`config.mk`:
```
export PLATFORM = sky130hd
export DESIGN_NAME = audio_mixer_top
export DESIGN_NICKNAME = d
export VERILOG_FILES = /design/src/logic/mixer_pkg.sv /design/src/logic/sample_table_regs.sv /design/src/logic/voice_allocator.sv /design/src/logic/voice_tracker.sv /design/src/logic/mix_sequencer.sv /design/src/logic/audio_mixer_top.sv
export SDC_FILE = /design/constraint.sdc
export NUM_CORES = 1
export LEC_CHECK = 0
export ABC_AREA = 0
export BUFFER_PORTS_ARGS = -buffer_cell sky130_fd_sc_hd__clkbuf_2
export CAP_MARGIN = 20
export CORE_UTILIZATION = 42
export CTS_BUF_LIST = sky130_fd_sc_hd__clkbuf_16
export DETAILED_ROUTE_END_ITERATION = 10
export PLACE_DENSITY = 0.57
export SLEW_MARGIN = 20
export SYNTH_ARGS = -nofsm -noshare
export SYNTH_HDL_FRONTEND = slang
export SYNTH_SLANG_ARGS = --single-unit
export TNS_END_PERCENT = 30
```
`constraint.sdc`:
```
create_clock -name clk -period 4.3 [get_ports clk]
set_input_delay 0.645 -clock clk [delete_from_list [all_inputs] [get_ports clk]]
set_output_delay 0.645 -clock clk [all_outputs]
set_load 0.02 [all_outputs]
```
`src/logic/mixer_pkg.sv`:
```
package mixer_pkg;

  // **************************************************
  // widths
  // **************************************************

  // sample memory word address
  localparam int ADDR_WIDTH = 18;
  // audio word, signed two's complement
  localparam int DATA_WIDTH = 16;
  // one table entry per trigger input
  localparam int NUM_SAMPLES = 4;

  // apb bus widths
  localparam int APB_ADDR_WIDTH = 8;
  localparam int APB_DATA_WIDTH = 32;

  // **************************************************
  // register map, byte offsets
  // **************************************************

  // base of sample k at 8*k, length at 8*k + 4
  localparam logic [APB_ADDR_WIDTH-1:0] REG_BASE0  = 8'h00;
  localparam logic [APB_ADDR_WIDTH-1:0] REG_LEN0   = 8'h04;
  localparam logic [APB_ADDR_WIDTH-1:0] REG_BASE1  = 8'h08;
  localparam logic [APB_ADDR_WIDTH-1:0] REG_LEN1   = 8'h0c;
  localparam logic [APB_ADDR_WIDTH-1:0] REG_BASE2  = 8'h10;
  localparam logic [APB_ADDR_WIDTH-1:0] REG_LEN2   = 8'h14;
  localparam logic [APB_ADDR_WIDTH-1:0] REG_BASE3  = 8'h18;
  localparam logic [APB_ADDR_WIDTH-1:0] REG_LEN3   = 8'h1c;
  // read-only voice active mask
  localparam logic [APB_ADDR_WIDTH-1:0] REG_STATUS = 8'h20;

  // **************************************************
  // structs
  // **************************************************

  // one sample table entry
  typedef struct packed {
    logic [ADDR_WIDTH-1:0] base;
    logic [ADDR_WIDTH-1:0] length;
  } sample_ent_t;

  // apb master to slave
  typedef struct packed {
    logic                      psel;
    logic                      penable;
    logic                      pwrite;
    logic [APB_ADDR_WIDTH-1:0] paddr;
    logic [APB_DATA_WIDTH-1:0] pwdata;
  } apb_req_t;

  // apb slave to master
  typedef struct packed {
    logic [APB_DATA_WIDTH-1:0] prdata;
    logic                      pready;
    logic                      pslverr;
  } apb_rsp_t;

  // address range handed to a voice on load
  typedef struct packed {
    logic [ADDR_WIDTH-1:0] first_addr;
    logic [ADDR_WIDTH-1:0] last_addr;
  } voice_load_t;

  // what each voice tracker reports
  typedef struct packed {
    logic                  active;
    logic [ADDR_WIDTH-1:0] addr;
  } voice_state_t;

endpackage

```
`src/logic/sample_table_regs.sv`:
```
`timescale 1ns/1ps

module sample_table_regs #(
  parameter int NUM_VOICES = 4
) (
  input  logic                                              clk,
  input  logic                                              reset_n,
  input  mixer_pkg::apb_req_t                               apb_req,
  output mixer_pkg::apb_rsp_t                               apb_rsp,
  input  mixer_pkg::voice_state_t [NUM_VOICES-1:0]          voice_states,
  output mixer_pkg::sample_ent_t  [mixer_pkg::NUM_SAMPLES-1:0] sample_table
);

  logic                  access;
  logic                  bad_offset;
  logic [NUM_VOICES-1:0] active_mask;

  // **************************************************
  // decode
  // **************************************************

  // access phase of a transfer
  assign access = apb_req.psel & apb_req.penable;

  // past status or not word aligned
  assign bad_offset = (apb_req.paddr > mixer_pkg::REG_STATUS) ||
                      (apb_req.paddr[1:0] != 2'b00);

  // status word, bit v is voice v
  always_comb begin
    for (int v = 0; v < NUM_VOICES; v++) begin
      active_mask[v] = voice_states[v].active;
    end
  end

  // **************************************************
  // table writes
  // **************************************************

  // lands on the edge that ends the access cycle
  always_ff @(posedge clk) begin
    if (!reset_n) begin
      sample_table <= '0;
    end else if (access && apb_req.pwrite && !bad_offset) begin
      case (apb_req.paddr)
        mixer_pkg::REG_BASE0: sample_table[0].base   <= apb_req.pwdata[mixer_pkg::ADDR_WIDTH-1:0];
        mixer_pkg::REG_LEN0:  sample_table[0].length <= apb_req.pwdata[mixer_pkg::ADDR_WIDTH-1:0];
        mixer_pkg::REG_BASE1: sample_table[1].base   <= apb_req.pwdata[mixer_pkg::ADDR_WIDTH-1:0];
        mixer_pkg::REG_LEN1:  sample_table[1].length <= apb_req.pwdata[mixer_pkg::ADDR_WIDTH-1:0];
        mixer_pkg::REG_BASE2: sample_table[2].base   <= apb_req.pwdata[mixer_pkg::ADDR_WIDTH-1:0];
        mixer_pkg::REG_LEN2:  sample_table[2].length <= apb_req.pwdata[mixer_pkg::ADDR_WIDTH-1:0];
        mixer_pkg::REG_BASE3: sample_table[3].base   <= apb_req.pwdata[mixer_pkg::ADDR_WIDTH-1:0];
        mixer_pkg::REG_LEN3:  sample_table[3].length <= apb_req.pwdata[mixer_pkg::ADDR_WIDTH-1:0];
        // status is read only, write quietly dropped
        default: ;
      endcase
    end
  end

  // **************************************************
  // response
  // **************************************************

  always_comb begin
    apb_rsp.pready  = 1'b1;
    apb_rsp.pslverr = access & bad_offset;
    // entries come back zero extended
    case (apb_req.paddr)
      mixer_pkg::REG_BASE0:  apb_rsp.prdata = mixer_pkg::APB_DATA_WIDTH'(sample_table[0].base);
      mixer_pkg::REG_LEN0:   apb_rsp.prdata = mixer_pkg::APB_DATA_WIDTH'(sample_table[0].length);
      mixer_pkg::REG_BASE1:  apb_rsp.prdata = mixer_pkg::APB_DATA_WIDTH'(sample_table[1].base);
      mixer_pkg::REG_LEN1:   apb_rsp.prdata = mixer_pkg::APB_DATA_WIDTH'(sample_table[1].length);
      mixer_pkg::REG_BASE2:  apb_rsp.prdata = mixer_pkg::APB_DATA_WIDTH'(sample_table[2].base);
      mixer_pkg::REG_LEN2:   apb_rsp.prdata = mixer_pkg::APB_DATA_WIDTH'(sample_table[2].length);
      mixer_pkg::REG_BASE3:  apb_rsp.prdata = mixer_pkg::APB_DATA_WIDTH'(sample_table[3].base);
      mixer_pkg::REG_LEN3:   apb_rsp.prdata = mixer_pkg::APB_DATA_WIDTH'(sample_table[3].length);
      mixer_pkg::REG_STATUS: apb_rsp.prdata = mixer_pkg::APB_DATA_WIDTH'(active_mask);
      // unmapped and unaligned read as zero
      default:               apb_rsp.prdata = '0;
    endcase
  end

endmodule

```
`src/logic/voice_allocator.sv`:
```
`timescale 1ns/1ps

module voice_allocator #(
  parameter int NUM_VOICES = 4
) (
  input  logic                                                 clk,
  input  logic                                                 reset_n,
  input  logic [mixer_pkg::NUM_SAMPLES-1:0]                    triggers,
  input  mixer_pkg::sample_ent_t  [mixer_pkg::NUM_SAMPLES-1:0] sample_table,
  input  mixer_pkg::voice_state_t [NUM_VOICES-1:0]             voice_states,
  output logic [NUM_VOICES-1:0]                                load,
  output mixer_pkg::voice_load_t                               load_info
);

  localparam int SEL_WIDTH = $clog2(mixer_pkg::NUM_SAMPLES);

  // per sample address range, precomputed
  mixer_pkg::voice_load_t [mixer_pkg::NUM_SAMPLES-1:0] range_q;
  logic [mixer_pkg::NUM_SAMPLES-1:0]                   len_ok_q;

  logic [SEL_WIDTH-1:0]  sel_idx;
  logic                  trig_any;
  logic [NUM_VOICES-1:0] free_onehot;
  logic                  free_any;

  // **************************************************
  // address range table
  // **************************************************

  // keeps the base + length - 1 adder out of the trigger path
  // follows a table write one cycle later
  always_ff @(posedge clk) begin
    for (int k = 0; k < mixer_pkg::NUM_SAMPLES; k++) begin
      range_q[k].first_addr <= sample_table[k].base;
      range_q[k].last_addr  <= sample_table[k].base + sample_table[k].length - 1'b1;
    end
  end

  // zero length never starts a voice
  always_ff @(posedge clk) begin
    if (!reset_n) begin
      len_ok_q <= '0;
    end else begin
      for (int k = 0; k < mixer_pkg::NUM_SAMPLES; k++) begin
        len_ok_q[k] <= (sample_table[k].length != '0);
      end
    end
  end

  // **************************************************
  // selection
  // **************************************************

  // lowest trigger bit wins, scan from the top down
  always_comb begin
    sel_idx  = '0;
    trig_any = 1'b0;
    for (int k = mixer_pkg::NUM_SAMPLES - 1; k >= 0; k--) begin
      if (triggers[k]) begin
        sel_idx  = SEL_WIDTH'(k);
        trig_any = 1'b1;
      end
    end
  end

  // lowest inactive voice
  always_comb begin
    free_onehot = '0;
    free_any    = 1'b0;
    for (int v = 0; v < NUM_VOICES; v++) begin
      if (!voice_states[v].active && !free_any) begin
        free_onehot[v] = 1'b1;
        free_any       = 1'b1;
      end
    end
  end

  // one load per cycle, dropped if busy or empty
  assign load      = (trig_any && free_any && len_ok_q[sel_idx]) ? free_onehot : '0;
  assign load_info = range_q[sel_idx];

endmodule

```
`src/logic/voice_tracker.sv`:
```
`timescale 1ns/1ps

module voice_tracker (
  input  logic                   clk,
  input  logic                   reset_n,
  input  logic                   load,
  input  mixer_pkg::voice_load_t load_info,
  input  logic                   advance,
  output mixer_pkg::voice_state_t state
);

  logic [mixer_pkg::ADDR_WIDTH-1:0] addr_q;
  logic [mixer_pkg::ADDR_WIDTH-1:0] last_q;
  logic                             active_q;
  logic                             step;
  logic                             at_last;

  // **************************************************
  // step control
  // **************************************************

  // advance only means something while playing
  assign step    = advance & active_q;
  assign at_last = (addr_q == last_q);

  // **************************************************
  // active flag
  // **************************************************

  always_ff @(posedge clk) begin
    if (!reset_n) begin
      active_q <= 1'b0;
    end else if (load) begin
      active_q <= 1'b1;
    end else if (step && at_last) begin
      // last word has been mixed, retire
      active_q <= 1'b0;
    end
  end

  // **************************************************
  // address walk
  // **************************************************

  always_ff @(posedge clk) begin
    if (load) begin
      addr_q <= load_info.first_addr;
      last_q <= load_info.last_addr;
    end else if (step && !at_last) begin
      addr_q <= addr_q + 1'b1;
    end
  end

  // status out
  assign state.active = active_q;
  assign state.addr   = addr_q;

endmodule

```
`src/logic/mix_sequencer.sv`:
```
`timescale 1ns/1ps

module mix_sequencer #(
  parameter int NUM_VOICES = 4
) (
  input  logic                                     clk,
  input  logic                                     reset_n,
  input  mixer_pkg::voice_state_t [NUM_VOICES-1:0] voice_states,
  output logic [NUM_VOICES-1:0]                    advance,
  output logic [mixer_pkg::ADDR_WIDTH-1:0]         mem_addr,
  input  logic [mixer_pkg::DATA_WIDTH-1:0]         mem_rd_data,
  input  logic                                     fifo_full,
  output logic                                     fifo_wr_en,
  output logic [mixer_pkg::DATA_WIDTH-1:0]         fifo_data
);

  // headroom for NUM_VOICES full scale words
  localparam int SUM_WIDTH  = mixer_pkg::DATA_WIDTH + $clog2(NUM_VOICES);
  localparam int SLOT_WIDTH = $clog2(NUM_VOICES);

  // clamp limits in sum width
  localparam logic signed [SUM_WIDTH-1:0] SAT_MAX = (1 <<< (mixer_pkg::DATA_WIDTH - 1)) - 1;
  localparam logic signed [SUM_WIDTH-1:0] SAT_MIN = -(1 <<< (mixer_pkg::DATA_WIDTH - 1));

  typedef enum logic [1:0] {
    IDLE,
    COLLECT,
    WRITE
  } seq_state_e;

  seq_state_e                   state_q;
  seq_state_e                   state_d;
  logic [SLOT_WIDTH-1:0]        slot_q;
  logic [NUM_VOICES-1:0]        mask_q;
  logic [NUM_VOICES-1:0]        active_vec;
  logic signed [SUM_WIDTH-1:0]  sum_q;
  logic signed [SUM_WIDTH-1:0]  word_ext;
  logic                         last_slot;

  // **************************************************
  // frame state machine
  // **************************************************

  always_comb begin
    for (int v = 0; v < NUM_VOICES; v++) begin
      active_vec[v] = voice_states[v].active;
    end
  end

  assign last_slot = (slot_q == SLOT_WIDTH'(NUM_VOICES - 1));

  always_comb begin
    state_d = state_q;
    case (state_q)
      // fifo_full only looked at here
      IDLE:    if (!fifo_full && (active_vec != '0)) state_d = COLLECT;
      // one voice per cycle
      COLLECT: if (last_slot) state_d = WRITE;
      WRITE:   state_d = IDLE;
      default: state_d = IDLE;
    endcase
  end

  always_ff @(posedge clk) begin
    if (!reset_n) begin
      state_q <= IDLE;
      slot_q  <= '0;
    end else begin
      state_q <= state_d;
      // slot only counts during collect
      if (state_q == COLLECT) begin
        slot_q <= slot_q + 1'b1;
      end else begin
        slot_q <= '0;
      end
    end
  end

  // **************************************************
  // accumulate
  // **************************************************

  // voice under the slot drives the memory
  assign mem_addr = voice_states[slot_q].addr;

  // sign extend, masked voices add zero
  assign word_ext = mask_q[slot_q] ?
                    {{(SUM_WIDTH - mixer_pkg::DATA_WIDTH){mem_rd_data[mixer_pkg::DATA_WIDTH-1]}},
                     mem_rd_data} : '0;

  always_ff @(posedge clk) begin
    if (state_q == IDLE) begin
      // voices loaded later wait for the next frame
      mask_q <= active_vec;
      sum_q  <= '0;
    end else if (state_q == COLLECT) begin
      sum_q <= sum_q + word_ext;
    end
  end

  // **************************************************
  // output
  // **************************************************

  assign fifo_wr_en = (state_q == WRITE);
  assign advance    = (state_q == WRITE) ? mask_q : '0;

  // saturate to 16 bit signed
  always_comb begin
    if (sum_q > SAT_MAX) begin
      fifo_data = SAT_MAX[mixer_pkg::DATA_WIDTH-1:0];
    end else if (sum_q < SAT_MIN) begin
      fifo_data = SAT_MIN[mixer_pkg::DATA_WIDTH-1:0];
    end else begin
      fifo_data = sum_q[mixer_pkg::DATA_WIDTH-1:0];
    end
  end

endmodule

```
`src/logic/audio_mixer_top.sv`:
```
`timescale 1ns/1ps

module audio_mixer_top #(
  parameter int NUM_VOICES = 4
) (
  input  logic                              clk,
  input  logic                              reset_n,
  input  mixer_pkg::apb_req_t               apb_req,
  output mixer_pkg::apb_rsp_t               apb_rsp,
  input  logic [mixer_pkg::NUM_SAMPLES-1:0] triggers,
  output logic [mixer_pkg::ADDR_WIDTH-1:0]  mem_addr,
  input  logic [mixer_pkg::DATA_WIDTH-1:0]  mem_rd_data,
  input  logic                              fifo_full,
  output logic                              fifo_wr_en,
  output logic [mixer_pkg::DATA_WIDTH-1:0]  fifo_data
);

  // table from the register block to the allocator
  mixer_pkg::sample_ent_t  [mixer_pkg::NUM_SAMPLES-1:0] sample_table;
  // tracker status, fanned out to regs, allocator and sequencer
  mixer_pkg::voice_state_t [NUM_VOICES-1:0]             voice_states;
  mixer_pkg::voice_load_t                               load_info;
  logic [NUM_VOICES-1:0]                                load;
  logic [NUM_VOICES-1:0]                                advance;

  // **************************************************
  // register block
  // **************************************************

  sample_table_regs #(
    .NUM_VOICES   (NUM_VOICES)
  ) u_regs (
    .clk          (clk),
    .reset_n      (reset_n),
    .apb_req      (apb_req),
    .apb_rsp      (apb_rsp),
    .voice_states (voice_states),
    .sample_table (sample_table)
  );

  // **************************************************
  // voice allocation and tracking
  // **************************************************

  voice_allocator #(
    .NUM_VOICES   (NUM_VOICES)
  ) u_alloc (
    .clk          (clk),
    .reset_n      (reset_n),
    .triggers     (triggers),
    .sample_table (sample_table),
    .voice_states (voice_states),
    .load         (load),
    .load_info    (load_info)
  );

  // one tracker per voice, load info shared
  for (genvar g = 0; g < NUM_VOICES; g++) begin : gen_voice
    voice_tracker u_tracker (
      .clk       (clk),
      .reset_n   (reset_n),
      .load      (load[g]),
      .load_info (load_info),
      .advance   (advance[g]),
      .state     (voice_states[g])
    );
  end

  // **************************************************
  // mixing
  // **************************************************

  mix_sequencer #(
    .NUM_VOICES   (NUM_VOICES)
  ) u_seq (
    .clk          (clk),
    .reset_n      (reset_n),
    .voice_states (voice_states),
    .advance      (advance),
    .mem_addr     (mem_addr),
    .mem_rd_data  (mem_rd_data),
    .fifo_full    (fifo_full),
    .fifo_wr_en   (fifo_wr_en),
    .fifo_data    (fifo_data)
  );

endmodule

```
==> flow_metrics.py <==
metrics = {
    "timing": {
        "tightestPinTransition_ps": 1150,
        "setup_viol": 0,
        "hold_viol": 0,
        "rsz0062_at_grt": "false",
        "min_period_ps": 3600,
        "setup_tns_ps": 0,
        "timing.final.crit_share": 0.837,
        "report.final.slew_viol_count": 0,
        "maxSlewHeadroom": 0.230,
        "skew_ps": 14.7,
        "fmax_mhz": 278,
    },
    "route": {
        "vias_per_cell": 5.41,
        "wl_per_cell_um": 20.8,
        "ant_nets": 0,
        "wl_um": 71500,
        "drc": 0,
        "drt_pre_antenna_iters": 7,
        "drtIter0Drc": 1367,
        "vias": 18600,
    },
    "logic_synthesis": {
        "synth_seq_area_share": 0.443,
        "ys_warn_count": 0,
        "yosysTopAreaCell": "dfxtp_1",
        "netlist_instances": 2561,
        "synth_seq_cells": 466,
        "synth_top_cell_area_share": 0.261,
        "avgSynthCellArea_um2": 9.53,
        "synth_edf_count": 148,
        "synthArstFlopShare": 0,
        "ys_types": 73,
        "netlist_area_mm2": 0.0244,
        "yosysMostFrequentCell": "nand2_1",
        "synthTopCellsByCount": "nand2_1, dfxtp_1, inv_1, ha_1, a21boi_1",
        "synth.area.top_cells": "dfxtp_1, edfxtp_1, ha_1, nand2_1, mux4_2",
        "synth_flop_cell": "dfxtp_1",
    },
    "clock_tree": {
        "clk_latency_ps": 590,
        "post_cts_buffers": 0,
        "cts_resized": 0,
        "cts_num_sinks": 466,
        "h-tree-depth": 2,
        "cts-buffers-inserted": 52,
        "cts-root-buf": "clkbuf_16",
        "hold_buffers": 0,
        "cts_tree": "yes",
        "cts_buffer_depth": 3,
        "clk_pin_slew_ps": 60,
    },
    "placement": {
        "hpwl_um": 55000,
        "gp_congestion": 0.938,
        "portBuffers": 105,
    },
    "grt": {
        "gr-usage-all-layers": 0.242,
        "gr-total-overflow": 0,
        "grt_pass1_wl_um": 109000,
        "first_global_vias": 18300,
        "grt_max_degree": 107,
        "antenna_found_initial": 0,
    },
    "worst_setup_path": {
        "crit_required_ps": 3650,
        "startpoint_type": "input port",
        "crit_fanout": 12,
        "crit_type": "in2out",
        "end_kind": "output port",
        "crit_arrival_ps": 2950,
    },
    "floorplanning": {
        "core.rowCount": 87,
        "die_x_um": 243,
        "start_util": 0.428,
        "die_area_mm2": 0.0591,
        "pin_count": 135,
        "die_h_um": 243,
        "coreArea_mm2": 0.0569,
    },
    "power": {
        "power.density_mw_per_mm2": 333,
        "p_leak_nw": 10.9,
        "ir_worst_vdd_mv": 0.276,
    },
    "layout": {
        "syn2layout_area_growth_pct": 11.8,
        "final_util": 0.479,
        "layout.nets": 2869,
        "drive_above_1_share": 0.110,
        "antenna_cells": 0,
    },
    "hold_path": {
        "min_path_type": "in2reg",
    },
    "outcome": {
        "outcome": "finished, final reports clean",
    },
    "job": {
        "maxCapViolations": 0,
    },
}
==> final timing paths <==
kind / start / to / slack, ps / cells after the start
max: apb_req[36] / apb_rsp[13] / 700 / 8
min: apb_req[5] / u_regs.sample_table[77]$_SDFFE_PN0P_ / 380 / 3
max reg2reg: u_seq.mask_q[0]$_DFFE_PP_ / u_seq.sum_q[15]$_SDFFE_PP0N_ / 730 / 10
min reg2reg: u_regs.sample_table[64]$_SDFFE_PN0P_ / u_alloc.range_q[64]$_DFF_P_ / 380 / 0
==> state kept, by name, summed over array words and instances, names as in the netlist <==
signal	count
u_seq.sum_q	18
u_alloc.range_q	144
u_seq.state_q	2
gen_voice.u_tracker.active_q	4
gen_voice.u_tracker.last_q	72
u_seq.mask_q	4
u_seq.slot_q	2
gen_voice.u_tracker.addr_q	72
u_alloc.len_ok_q	4
u_regs.sample_table	144
==> worst max-delay path, cell delays in order <==
cell and delay [ps]:
clkbuf_2 200, nor4_1 620, nand2_1 350, nor2_1 330, buf_4 280, a222oi_1 120, nand3_1 190, clkbuf_2 200
==> cell usage in the layout (no fill, tap or decap), types with 37 or more instances in the layout <==
master / instances
nor2_1: 145
buf_4: 39
xnor2_1: 104
clkbuf_16: 54
nand2_1: 403
inv_1: 314
edfxtp_1: 148
mux4_2: 55
xor2_1: 110
clkbuf_2: 104
ha_1: 154
o21ai_0: 38
a21oi_1: 102
a21boi_1: 149
nand3_1: 68
dfxtp_1: 318
a21o_1: 37
==> through the flow <==
step | worst slack (ps) | area, um^2 | instances | power (mW) | hold WS (ps)
4_1_cts | 739 | 27300 | 3441 | 9.18 | 350
5_1_grt | 575 | 27300 | 3441 | 9.36 | 391
3_5_place_dp | 753 | 25700 | 3346 | 4.95 | 373
3_3_place_gp | 803 | 25700 | 3346 | 4.95 | 365
2_1_floorplan | 814 | 24400 | 2574 | 4.86 | 351
6_report | 702 | 27300 | 3441 | 9.09 | 378
==> report_power, final <==
group / switching, mW / internal [mW] / leakage, nW
logic: 0.191 / 0.114 / 5.96
registers: 0.0188 / 4.53 / 4.05
clock network: 1.80 / 2.43 / 0.862
total: 2.01 / 7.08 / 10.9
==> final cells by class <==
class	count	area, um^2
multi-input cells	1684	12000
inverters	297	1110
well taps	756	946
flip-flops and latches	466	10800
clock buffers	54	1350
fillers	5447	29600
repair buffers	143	813
clock inverters	41	251
==> per-layer routing <==
layer  share of wire  track usage
met1            0.44        0.332
met4           0.040       0.0999
met2            0.45        0.386
met5               0            0
met3           0.063       0.0276
==> logic make-up after synthesis <==
logic type / synth area share
xor gates and xnor gates: 0.0768
and+or+nand+nor: 0.141
AOI/OAI and AO/OA: 0.131
adders and majority gates: 0.0831
muxes: 0.0555
buffers and inverters: 0.0694
DFF: 0.443
other: 0.000308
No activity file was read; power rests on OpenSTA's default activity.
